`src/common/ninjin_pkg.sv`:
```
package ninjin_pkg;

  // ========================================
  // bus widths
  // ========================================
  localparam int DATA_WIDTH = 32;
  localparam int ADDR_WIDTH = 12;
  localparam int ID_WIDTH   = 12;
  localparam int LSB        = $clog2(DATA_WIDTH / 8);

  typedef logic [DATA_WIDTH-1:0]   data_t;
  typedef logic [DATA_WIDTH/8-1:0] strb_t;
  typedef logic [ADDR_WIDTH-1:0]   addr_t;
  typedef logic [ADDR_WIDTH-LSB-1:0] word_addr_t;
  typedef logic [ID_WIDTH-1:0]     axi_id_t;
  typedef logic [7:0]              len_t;
  typedef logic [2:0]              size_t;
  typedef logic [1:0]              burst_t;
  typedef logic [1:0]              resp_t;

  // burst and response codes
  localparam burst_t BURST_FIXED = 2'b00;
  localparam burst_t BURST_INCR  = 2'b01;
  localparam burst_t BURST_WRAP  = 2'b10;
  localparam size_t  SIZE_WORD   = 3'd2;
  localparam resp_t  RESP_OKAY   = 2'b00;

  // ========================================
  // channel payloads
  // ========================================
  typedef struct packed {
    axi_id_t id;
    addr_t   addr;
    len_t    len;
    size_t   size;
    burst_t  burst;
  } axi_ax_t;

  typedef struct packed {
    data_t data;
    strb_t strb;
    logic  last;
  } axi_w_t;

  typedef struct packed {
    axi_id_t id;
    resp_t   resp;
  } axi_b_t;

  typedef struct packed {
    axi_id_t id;
    data_t   data;
    resp_t   resp;
    logic    last;
  } axi_r_t;

  // single-port memory request
  typedef struct packed {
    logic       en;
    logic       we;
    strb_t      be;
    word_addr_t addr;
    data_t      wdata;
  } mem_req_t;

endpackage

```
`src/rtl/s_axi/axi_burst_addr_gen.sv`:
```
`timescale 1ns/1ns

module axi_burst_addr_gen
  ( input  logic                   clk
  , input  logic                   xrst
  , input  logic                   load
  , input  ninjin_pkg::axi_ax_t    ax
  , input  logic                   advance
  , output ninjin_pkg::word_addr_t word_addr
  , output logic                   beat_last
  );

  import ninjin_pkg::*;

  burst_t     burst_q;
  len_t       len_q;
  len_t       cnt;
  len_t       cnt_next;
  word_addr_t wrap_mask;
  word_addr_t incr_addr;
  word_addr_t next_addr;

  // wrap block is len+1 words, so len itself is the mask
  always_comb begin
    wrap_mask = word_addr_t'(len_q[3:0]);
    incr_addr = word_addr + word_addr_t'(1);
    cnt_next  = cnt + len_t'(1);
    case (burst_q)
      BURST_FIXED: next_addr = word_addr;
      BURST_INCR:  next_addr = incr_addr;
      BURST_WRAP:  next_addr = (word_addr & ~wrap_mask) | (incr_addr & wrap_mask);
      default:     next_addr = incr_addr;
    endcase
  end

  always_ff @(posedge clk) begin
    if (!xrst) begin
      word_addr <= '0;
      burst_q   <= BURST_INCR;
      len_q     <= '0;
      cnt       <= '0;
      beat_last <= 1'b0;
    end else if (load) begin
      word_addr <= ax.addr[ADDR_WIDTH-1:LSB];
      burst_q   <= ax.burst;
      len_q     <= ax.len;
      cnt       <= '0;
      beat_last <= (ax.len == '0);
    end else if (advance) begin
      word_addr <= next_addr;
      cnt       <= cnt_next;
      beat_last <= (cnt_next == len_q);
    end
  end

  a_size_word: assert property (
    @(posedge clk) disable iff (!xrst)
    load |-> (ax.size == SIZE_WORD)
  );

  a_wrap_len: assert property (
    @(posedge clk) disable iff (!xrst)
    load && ax.burst == BURST_WRAP |-> ax.len inside {8'd1, 8'd3, 8'd7, 8'd15}
  );

  a_wrap_align: assert property (
    @(posedge clk) disable iff (!xrst)
    load && ax.burst == BURST_WRAP |-> (ax.addr[LSB-1:0] == '0)
  );

endmodule

```
`src/rtl/s_axi/ninjin_s_axi_renkon.sv`:
```
`timescale 1ns/1ns

module ninjin_s_axi_renkon
  ( input  logic                clk
  , input  logic                xrst
  , input  ninjin_pkg::axi_ax_t aw
  , input  logic                awvalid
  , output logic                awready
  , input  ninjin_pkg::axi_w_t  w
  , input  logic                wvalid
  , output logic                wready
  , output ninjin_pkg::axi_b_t  b
  , output logic                bvalid
  , input  logic                bready
  , input  ninjin_pkg::axi_ax_t ar
  , input  logic                arvalid
  , output logic                arready
  , output ninjin_pkg::axi_r_t  r
  , output logic                rvalid
  , input  logic                rready
  , output ninjin_pkg::mem_req_t mem_req
  , input  ninjin_pkg::data_t   mem_rdata
  );

  import ninjin_pkg::*;

  typedef enum logic [2:0] {
    ST_IDLE,
    ST_WDATA,
    ST_BRESP,
    ST_RFETCH,
    ST_RDATA
  } state_t;

  state_t     state;
  logic       aw_hs;
  logic       w_hs;
  logic       b_hs;
  logic       ar_hs;
  logic       r_hs;
  axi_id_t    id_q;
  logic       gen_load;
  logic       gen_advance;
  axi_ax_t    gen_ax;
  word_addr_t word_addr;
  logic       beat_last;
  logic       rd_held;
  data_t      rdata_q;

  assign aw_hs = awvalid && awready;
  assign w_hs  = wvalid && wready;
  assign b_hs  = bvalid && bready;
  assign ar_hs = arvalid && arready;
  assign r_hs  = rvalid && rready;

  // ========================================
  // transaction fsm
  // ========================================
  always_ff @(posedge clk) begin
    if (!xrst) begin
      state   <= ST_IDLE;
      awready <= 1'b0;
      arready <= 1'b0;
    end else begin
      case (state)
        ST_IDLE: begin
          // write wins when both address channels are waiting
          if (aw_hs) begin
            awready <= 1'b0;
            state   <= ST_WDATA;
          end else if (ar_hs) begin
            arready <= 1'b0;
            state   <= ST_RFETCH;
          end else if (awvalid && !awready && !arready) begin
            awready <= 1'b1;
          end else if (arvalid && !arready && !awready) begin
            arready <= 1'b1;
          end
        end
        ST_WDATA: begin
          if (w_hs && w.last) begin
            state <= ST_BRESP;
          end
        end
        ST_BRESP: begin
          if (b_hs) begin
            state <= ST_IDLE;
          end
        end
        ST_RFETCH: begin
          state <= ST_RDATA;
        end
        ST_RDATA: begin
          if (r_hs) begin
            state <= beat_last ? ST_IDLE : ST_RFETCH;
          end
        end
        default: begin
          state <= ST_IDLE;
        end
      endcase
    end
  end

  // id of the accepted burst
  always_ff @(posedge clk) begin
    if (aw_hs) begin
      id_q <= aw.id;
    end else if (ar_hs) begin
      id_q <= ar.id;
    end
  end

  // ========================================
  // burst address generator
  // ========================================
  assign gen_load    = aw_hs || ar_hs;
  assign gen_ax      = aw_hs ? aw : ar;
  assign gen_advance = w_hs || r_hs;

  axi_burst_addr_gen axi_burst_addr_gen_inst
    ( .clk       (clk)
    , .xrst      (xrst)
    , .load      (gen_load)
    , .ax        (gen_ax)
    , .advance   (gen_advance)
    , .word_addr (word_addr)
    , .beat_last (beat_last)
    );

  // ========================================
  // channel outputs
  // ========================================
  assign wready = (state == ST_WDATA);
  assign bvalid = (state == ST_BRESP);
  assign rvalid = (state == ST_RDATA);

  assign b.id   = id_q;
  assign b.resp = RESP_OKAY;

  // read data capture under back-pressure
  always_ff @(posedge clk) begin
    if (!xrst) begin
      rd_held <= 1'b0;
    end else begin
      rd_held <= rvalid && !rready;
    end
  end

  always_ff @(posedge clk) begin
    if (rvalid && !rready) begin
      rdata_q <= r.data;
    end
  end

  assign r.id   = id_q;
  assign r.data = rd_held ? rdata_q : mem_rdata;
  assign r.resp = RESP_OKAY;
  assign r.last = beat_last;

  // write beats and read fetches share the one memory port
  always_comb begin
    mem_req.en    = w_hs || (state == ST_RFETCH);
    mem_req.we    = (state == ST_WDATA);
    mem_req.be    = w.strb;
    mem_req.addr  = word_addr;
    mem_req.wdata = w.data;
  end

  // ========================================
  // assertions
  // ========================================
  a_wlast_match: assert property (
    @(posedge clk) disable iff (!xrst)
    w_hs |-> (w.last == beat_last)
  );

  a_b_hold: assert property (
    @(posedge clk) disable iff (!xrst)
    bvalid && !bready |=> bvalid && $stable(b)
  );

  a_r_hold: assert property (
    @(posedge clk) disable iff (!xrst)
    rvalid && !rready |=> rvalid && $stable(r)
  );

endmodule

```
`config.mk`:
```
export PLATFORM = sky130hd
export DESIGN_NAME = ninjin_s_axi_renkon
export DESIGN_NICKNAME = d
export VERILOG_FILES = /design/src/common/ninjin_pkg.sv /design/src/rtl/s_axi/axi_burst_addr_gen.sv /design/src/rtl/s_axi/ninjin_s_axi_renkon.sv
export SDC_FILE = /design/constraint.sdc
export NUM_CORES = 1
export LEC_CHECK = 0
export BUFFER_PORTS_ARGS = -buffer_cell sky130_fd_sc_hd__buf_2
export CAP_MARGIN = 10
export CORE_MARGIN = 5
export CORE_UTILIZATION = 30
export DETAILED_ROUTE_END_ITERATION = 12
export SETUP_SLACK_MARGIN = 0.15
export SLEW_MARGIN = 20
export SYNTH_ARGS = -nofsm -noshare
export SYNTH_HDL_FRONTEND = slang
export SYNTH_HIERARCHICAL = 1
export SYNTH_SLANG_ARGS = --single-unit
```
`constraint.sdc`:
```
create_clock -name clk -period 4.41 [get_ports clk]
set_clock_uncertainty 0.2 [all_clocks]
set_input_delay 0.2205 -clock clk [delete_from_list [all_inputs] [get_ports clk]]
set_output_delay 0.2205 -clock clk [all_outputs]
set_load 0.05 [all_outputs]
```
==> results of run 1 <==
[metrics by stage]
step | hold slack (ps) | cell area [sq um] | std cells | power, mW
2_1_floorplan | 82.4 | 4390 | 397 | 1.72
3_3_place_gp | 241 | 5060 | 689 | 1.81
3_5_place_dp | 241 | 5060 | 689 | 1.82
4_1_cts | 0.0684 | 5800 | 746 | 2.71
5_1_grt | 2.20 | 5800 | 746 | 2.80
6_report | 14.3 | 5800 | 746 | 2.67
[layer usage]
layer | vias up | part of all wire | track usage
li1 | 1683 | - | -
met1 | 1578 | 0.42 | 0.140
met2 | 141 | 0.47 | 0.204
met3 | 30 | 0.089 | 0.0341
met4 | 0 | 0.022 | 0.0508
met5 | - | 0 | 0
[power by group through the flow]
stage	logic, mW	clock network (mW)	registers, mW
floorplan	0.644	0	1.08
global placement	0.850	0	0.964
detailed placement	0.857	0	0.968
CTS	0.899	0.862	0.953
global route	0.950	0.888	0.965
finish	0.888	0.833	0.952
[worst max-delay path: stages (launching register included)]
cell     delay, ps
dfxtp_1        590
and2b_1        250
nand2_1         70
a21oi_1        140
buf_4          240
o31ai_1        130
or4_1          550
o41ai_2        340
[worst max path at each step]
stage,start,end,slack (ps),cells past startpoint
5_1_grt,awvalid,axi_burst_addr_gen_inst/cnt[5],1510,8
3_5_place_dp,state[0],axi_burst_addr_gen_inst/beat_last,1790,7
4_1_cts,awvalid,axi_burst_addr_gen_inst/cnt[5],1750,8
3_3_place_gp,state[0],axi_burst_addr_gen_inst/beat_last,1790,7
6_report,state[0],axi_burst_addr_gen_inst/beat_last,1810,7
2_1_floorplan,state[0],rdata_q[0],1350,2
[cell type report]
class                   count  share of cell area
repair buffers            223               0.230
well taps                 184              0.0397
inverters                   5             0.00323
clock buffers              10              0.0394
clock inverters             6              0.0188
multi-input cells         239               0.321
flip-flops and latches     79               0.348
[sequential cells by signal (all words and copies together), names as in the netlist, 2 cells and up, named ones only]
register and flops:
id_q 12, state 3, axi_burst_addr_gen_inst/cnt 8, axi_burst_addr_gen_inst/burst_q 2, rdata_q 32, axi_burst_addr_gen_inst/word_addr 7
axi_burst_addr_gen_inst/len_q 8
==> impl_metrics.toml, run 1 <==
[outcome]
status = "completed"

[floorplan]
start_util = 0.304
die_h_um = 131
rows = 44
die-area_sq_mm = 0.0171
io_pins = 264
core_area_sq_mm = 0.0144
dieWidth_um = 131

[sta]
fmax_ghz = 0.384
fin_crit_sh = 0.590
drv_slew = 0
layout_setup_ws_ps = 1810
tns_ps = 0
hold_viol = 0
rsz0062_at_grt = "no"
final-setup-viol-count = 0
relSlewSlack = 0.599
worst-slew-pin-transition_ps = 599
fin_crit_ps = 2600

[routing]
drtAntennaViolNets = 0
wl_um = 10800
firstDrtPassIters = 4
routed_via_density = 4.60
first_iter_violations = 72
route.detailed.drc = 0
wire_per_inst_um = 14.4
dr_total_vias = 3432

[grt]
antenna_found_initial = 0
grt_max_degree = 36
grt-ovfl-total = 0
grtUsageTotal = 0.119
first_global_vias = 3373
grt_first_pass_wirelength_um = 16100

[setup_path]
endpoint_kind = "flip-flop"
r2r-end = "axi_burst_addr_gen_inst/beat_last"
critical_path_required_ps = 4450
ff2ff_setup_slack_ps = 1810
cp-start-kind = "flip-flop"
crit_type = "flip-flop to flip-flop"
timing.rr.start = "state[0]"
critPathMaxFanout = 15
r2r_cells = 7
worstPathArrival_ps = 2640

[power_and_ir_drop]
leakagePower_nw = 2.40
internal_power_mw = 1.72
power-per-cell-area_mw_per_mm2 = 461
p_sw_frac = 0.357
p_clk_frac = 0.312
switchingPower_mw = 0.955
pwr-share-seq = 0.356
irDropWorstVdd_mv = 0.229
power_frac_comb = 0.332

[cells_and_area]
final_nets = 709
area_growth_pct = 32.5
final_common_cell = "buf_2"
diodes = 0
fill_cells = 1391
final_core_util = 0.402
seq_area_sq_mm = 0.00202
layout_common_cells = "buf_2 (177), mux2_2 (48), edfxtp_1 (44)"
multi_input_area_sq_mm = 0.00186
final_layout_size_suffix_gt1_frac = 0.447

[clocking]
clkSlewWorstSetupHoldPaths_ps = 60
cts-resized-gates = 0
htree_num_levels = 3
post_cts_buffers = 0
cts_hold_buf = 41
cts.sinks = 79
cts-buffers-inserted = 9
clockBufferDepth = 2
ctsRootBufferMaster = "clkbuf_16"
cts_tree = "yes"
insertion_delay_ps = 330

[placement]
portBuffers = 177
gp_congestion = 0.731
pre_cts_ws_ps = 1790
dp_hpwl_um = 8200

[logic_synthesis]
netlist_area_sq_mm = 0.00438
avgSynthCellArea_sq_um = 11.1
yosysWarnings = 6
syn_inst = 394

[min_path]
hold_depth = 2
min_to = "rdata_q[4]"
min_path_type = "input pin to flip-flop"
hold_path.startpoint = "mem_rdata[4]"

[job]
cap_violations = 0
Note: power is estimated with default switching activity, not from simulation.
==> run 2: changes to the inputs <==
Clock period 4.41 ns to 2.6 ns, I/O delays scaled along.
==> run 2 against run 1 <==
Against the previous run: sequential power is 66% higher; highest routed layer unchanged; register-to-register slack worse by 1500 ps; final cell count is 6.3% higher; setup slack worse by 1500 ps; die area stayed put.
==> impl_metrics.toml, run 2 (synthesis gave the netlist of run 1 again) <==
[grt]
grt-ovfl-total = 0
grt_max_degree = 33
antenna_found_initial = 1
grt_first_pass_wirelength_um = 18300
grtUsageTotal = 0.136
first_global_vias = 3790

[cells_and_area]
final_layout_size_suffix_gt1_frac = 0.431
area_growth_pct = 42.4
layout_common_cells = "buf_2 (177), dlygate4sd3_1 (82), mux2_2 (48)"
seq_area_sq_mm = 0.00203
largest_register_ffs = 32
multi_input_area_sq_mm = 0.00188
regMostFlops = "rdata_q"
fill_cells = 1378
final_nets = 755
final_common_cell = "buf_2"
reg.largest.list = "rdata_q x32, id_q x12"

[clocking]
htree_num_levels = 3
cts.sinks = 79
ctsRootBufferMaster = "clkbuf_16"
clockBufferDepth = 2
insertion_delay_ps = 340
clkSlewWorstSetupHoldPaths_ps = 60
cts_tree = "yes"
cts-buffers-inserted = 9

[placement]
pre_cts_ws_ps = 320
portBuffers = 177
gp_congestion = 0.764
dp_hpwl_um = 8430

[setup_path]
cp-start-kind = "input pin"
crit_type = "input pin to flip-flop"
critical_path_required_ps = 2640
critPathMaxFanout = 9
worstPathArrival_ps = 2360
endpoint_kind = "flip-flop"

[min_path]
min_path_type = "input pin to flip-flop"

[floorplan]
die-area_sq_mm = 0.0171
start_util = 0.304
rows = 44
core_area_sq_mm = 0.0144
dieWidth_um = 131
die_h_um = 131
io_pins = 264

[sta]
worst-slew-pin-transition_ps = 556
hold_viol = 0
tns_ps = 0
fmax_ghz = 0.433
final-setup-viol-count = 0
fin_crit_ps = 2310
fin_crit_sh = 0.889
rsz0062_at_grt = "yes"
relSlewSlack = 0.629
drv_slew = 0
layout_setup_ws_ps = 290

[power_and_ir_drop]
irDropWorstVdd_mv = 0.316
power-per-cell-area_mw_per_mm2 = 712
leakagePower_nw = 2.58

[routing]
firstDrtPassIters = 4
route.detailed.drc = 0
wl_um = 11900
wire_per_inst_um = 15.0
first_iter_violations = 108
drtAntennaViolNets = 0
routed_via_density = 4.56
dr_total_vias = 3620

[job]
cap_violations = 0

[outcome]
status = "completed"
-- run 2: cell count changes in the layout (fill, tap and decap cells not counted), sizes merged --
| cell | before | now |
|---|---|---|
| diode | 0 | 1 |
| dlygate4sd3 | 41 | 82 |
| buf | 182 | 187 |
| inv | 5 | 6 |
| clkinvlp | 2 | 1 |
| bufinv | 3 | 0 |
| clkbuf | 10 | 12 |
| clkinv | 1 | 2 |
-- run 2: timing repair --
action	4_1_cts	5_1_grt
buffers inserted	0	0
endpoints found under the hold margin	63	0
setup endpoints to repair	0	2
resized for setup	0	3
hold buffers	82	0
-- run 2: cell type report --
| type | instances | share of cell area |
|---|---|---|
| Multi-Input combinational cell | 239 | 0.302 |
| Clock inverter | 4 | 0.00441 |
| Tap cell | 184 | 0.0369 |
| Clock buffer | 12 | 0.0429 |
| Sequential cell | 79 | 0.325 |
| Antenna cell | 1 | 0.000401 |
| Timing Repair Buffer | 269 | 0.286 |
| Inverter | 5 | 0.00301 |
-- run 2: final timing paths --
check | startpoint | slack, ps | endpoint | depth (start not counted)
max reg2reg | state[2] | 330 | axi_burst_addr_gen_inst/beat_last | 6
max | awvalid | 290 | axi_burst_addr_gen_inst/beat_last | 9
min | aw[5] | 5 | axi_burst_addr_gen_inst/len_q[0] | 4
min reg2reg | axi_burst_addr_gen_inst/cnt[7] | 310 | axi_burst_addr_gen_inst/cnt[7] | 2
-- run 2: critical path, cell delays in order --
cell,delay [ps]
dlygate4sd3_1,540
buf_2,140
nand2_1,160
buf_4,220
mux2_2,360
nor4_1,300
a31oi_1,150
or2_2,300
o41ai_2,50
-- run 2: layer usage --
layer	track usage	routed length (um)
met3	0.0297	989
met4	0.0720	359
met1	0.158	4810
met2	0.233	5730
met5	0	0
-- run 2: where the power goes --
group          total [mW]  leakage [nW]  internal, mW  switching (mW)
sequential           1.58         0.684          1.47           0.117
combinational        1.63          1.75         0.578            1.05
clock                1.22         0.144         0.731           0.493
total                4.44          2.58          2.78            1.67
-- run 2: stage by stage --
stage                     hold WS [ps]  power, mW   util  area [sq um]  instances
after floorplan                  -8.06       2.93      -          4410        397
after global placement            60.4       3.11  0.354          5100        694
after detailed placement          60.4       3.13  0.354          5100        694
after CTS                        0.420       4.49  0.431          6220        792
after global routing              34.7       4.68  0.433          6240        793
final                             5.07       4.44  0.433          6240        793
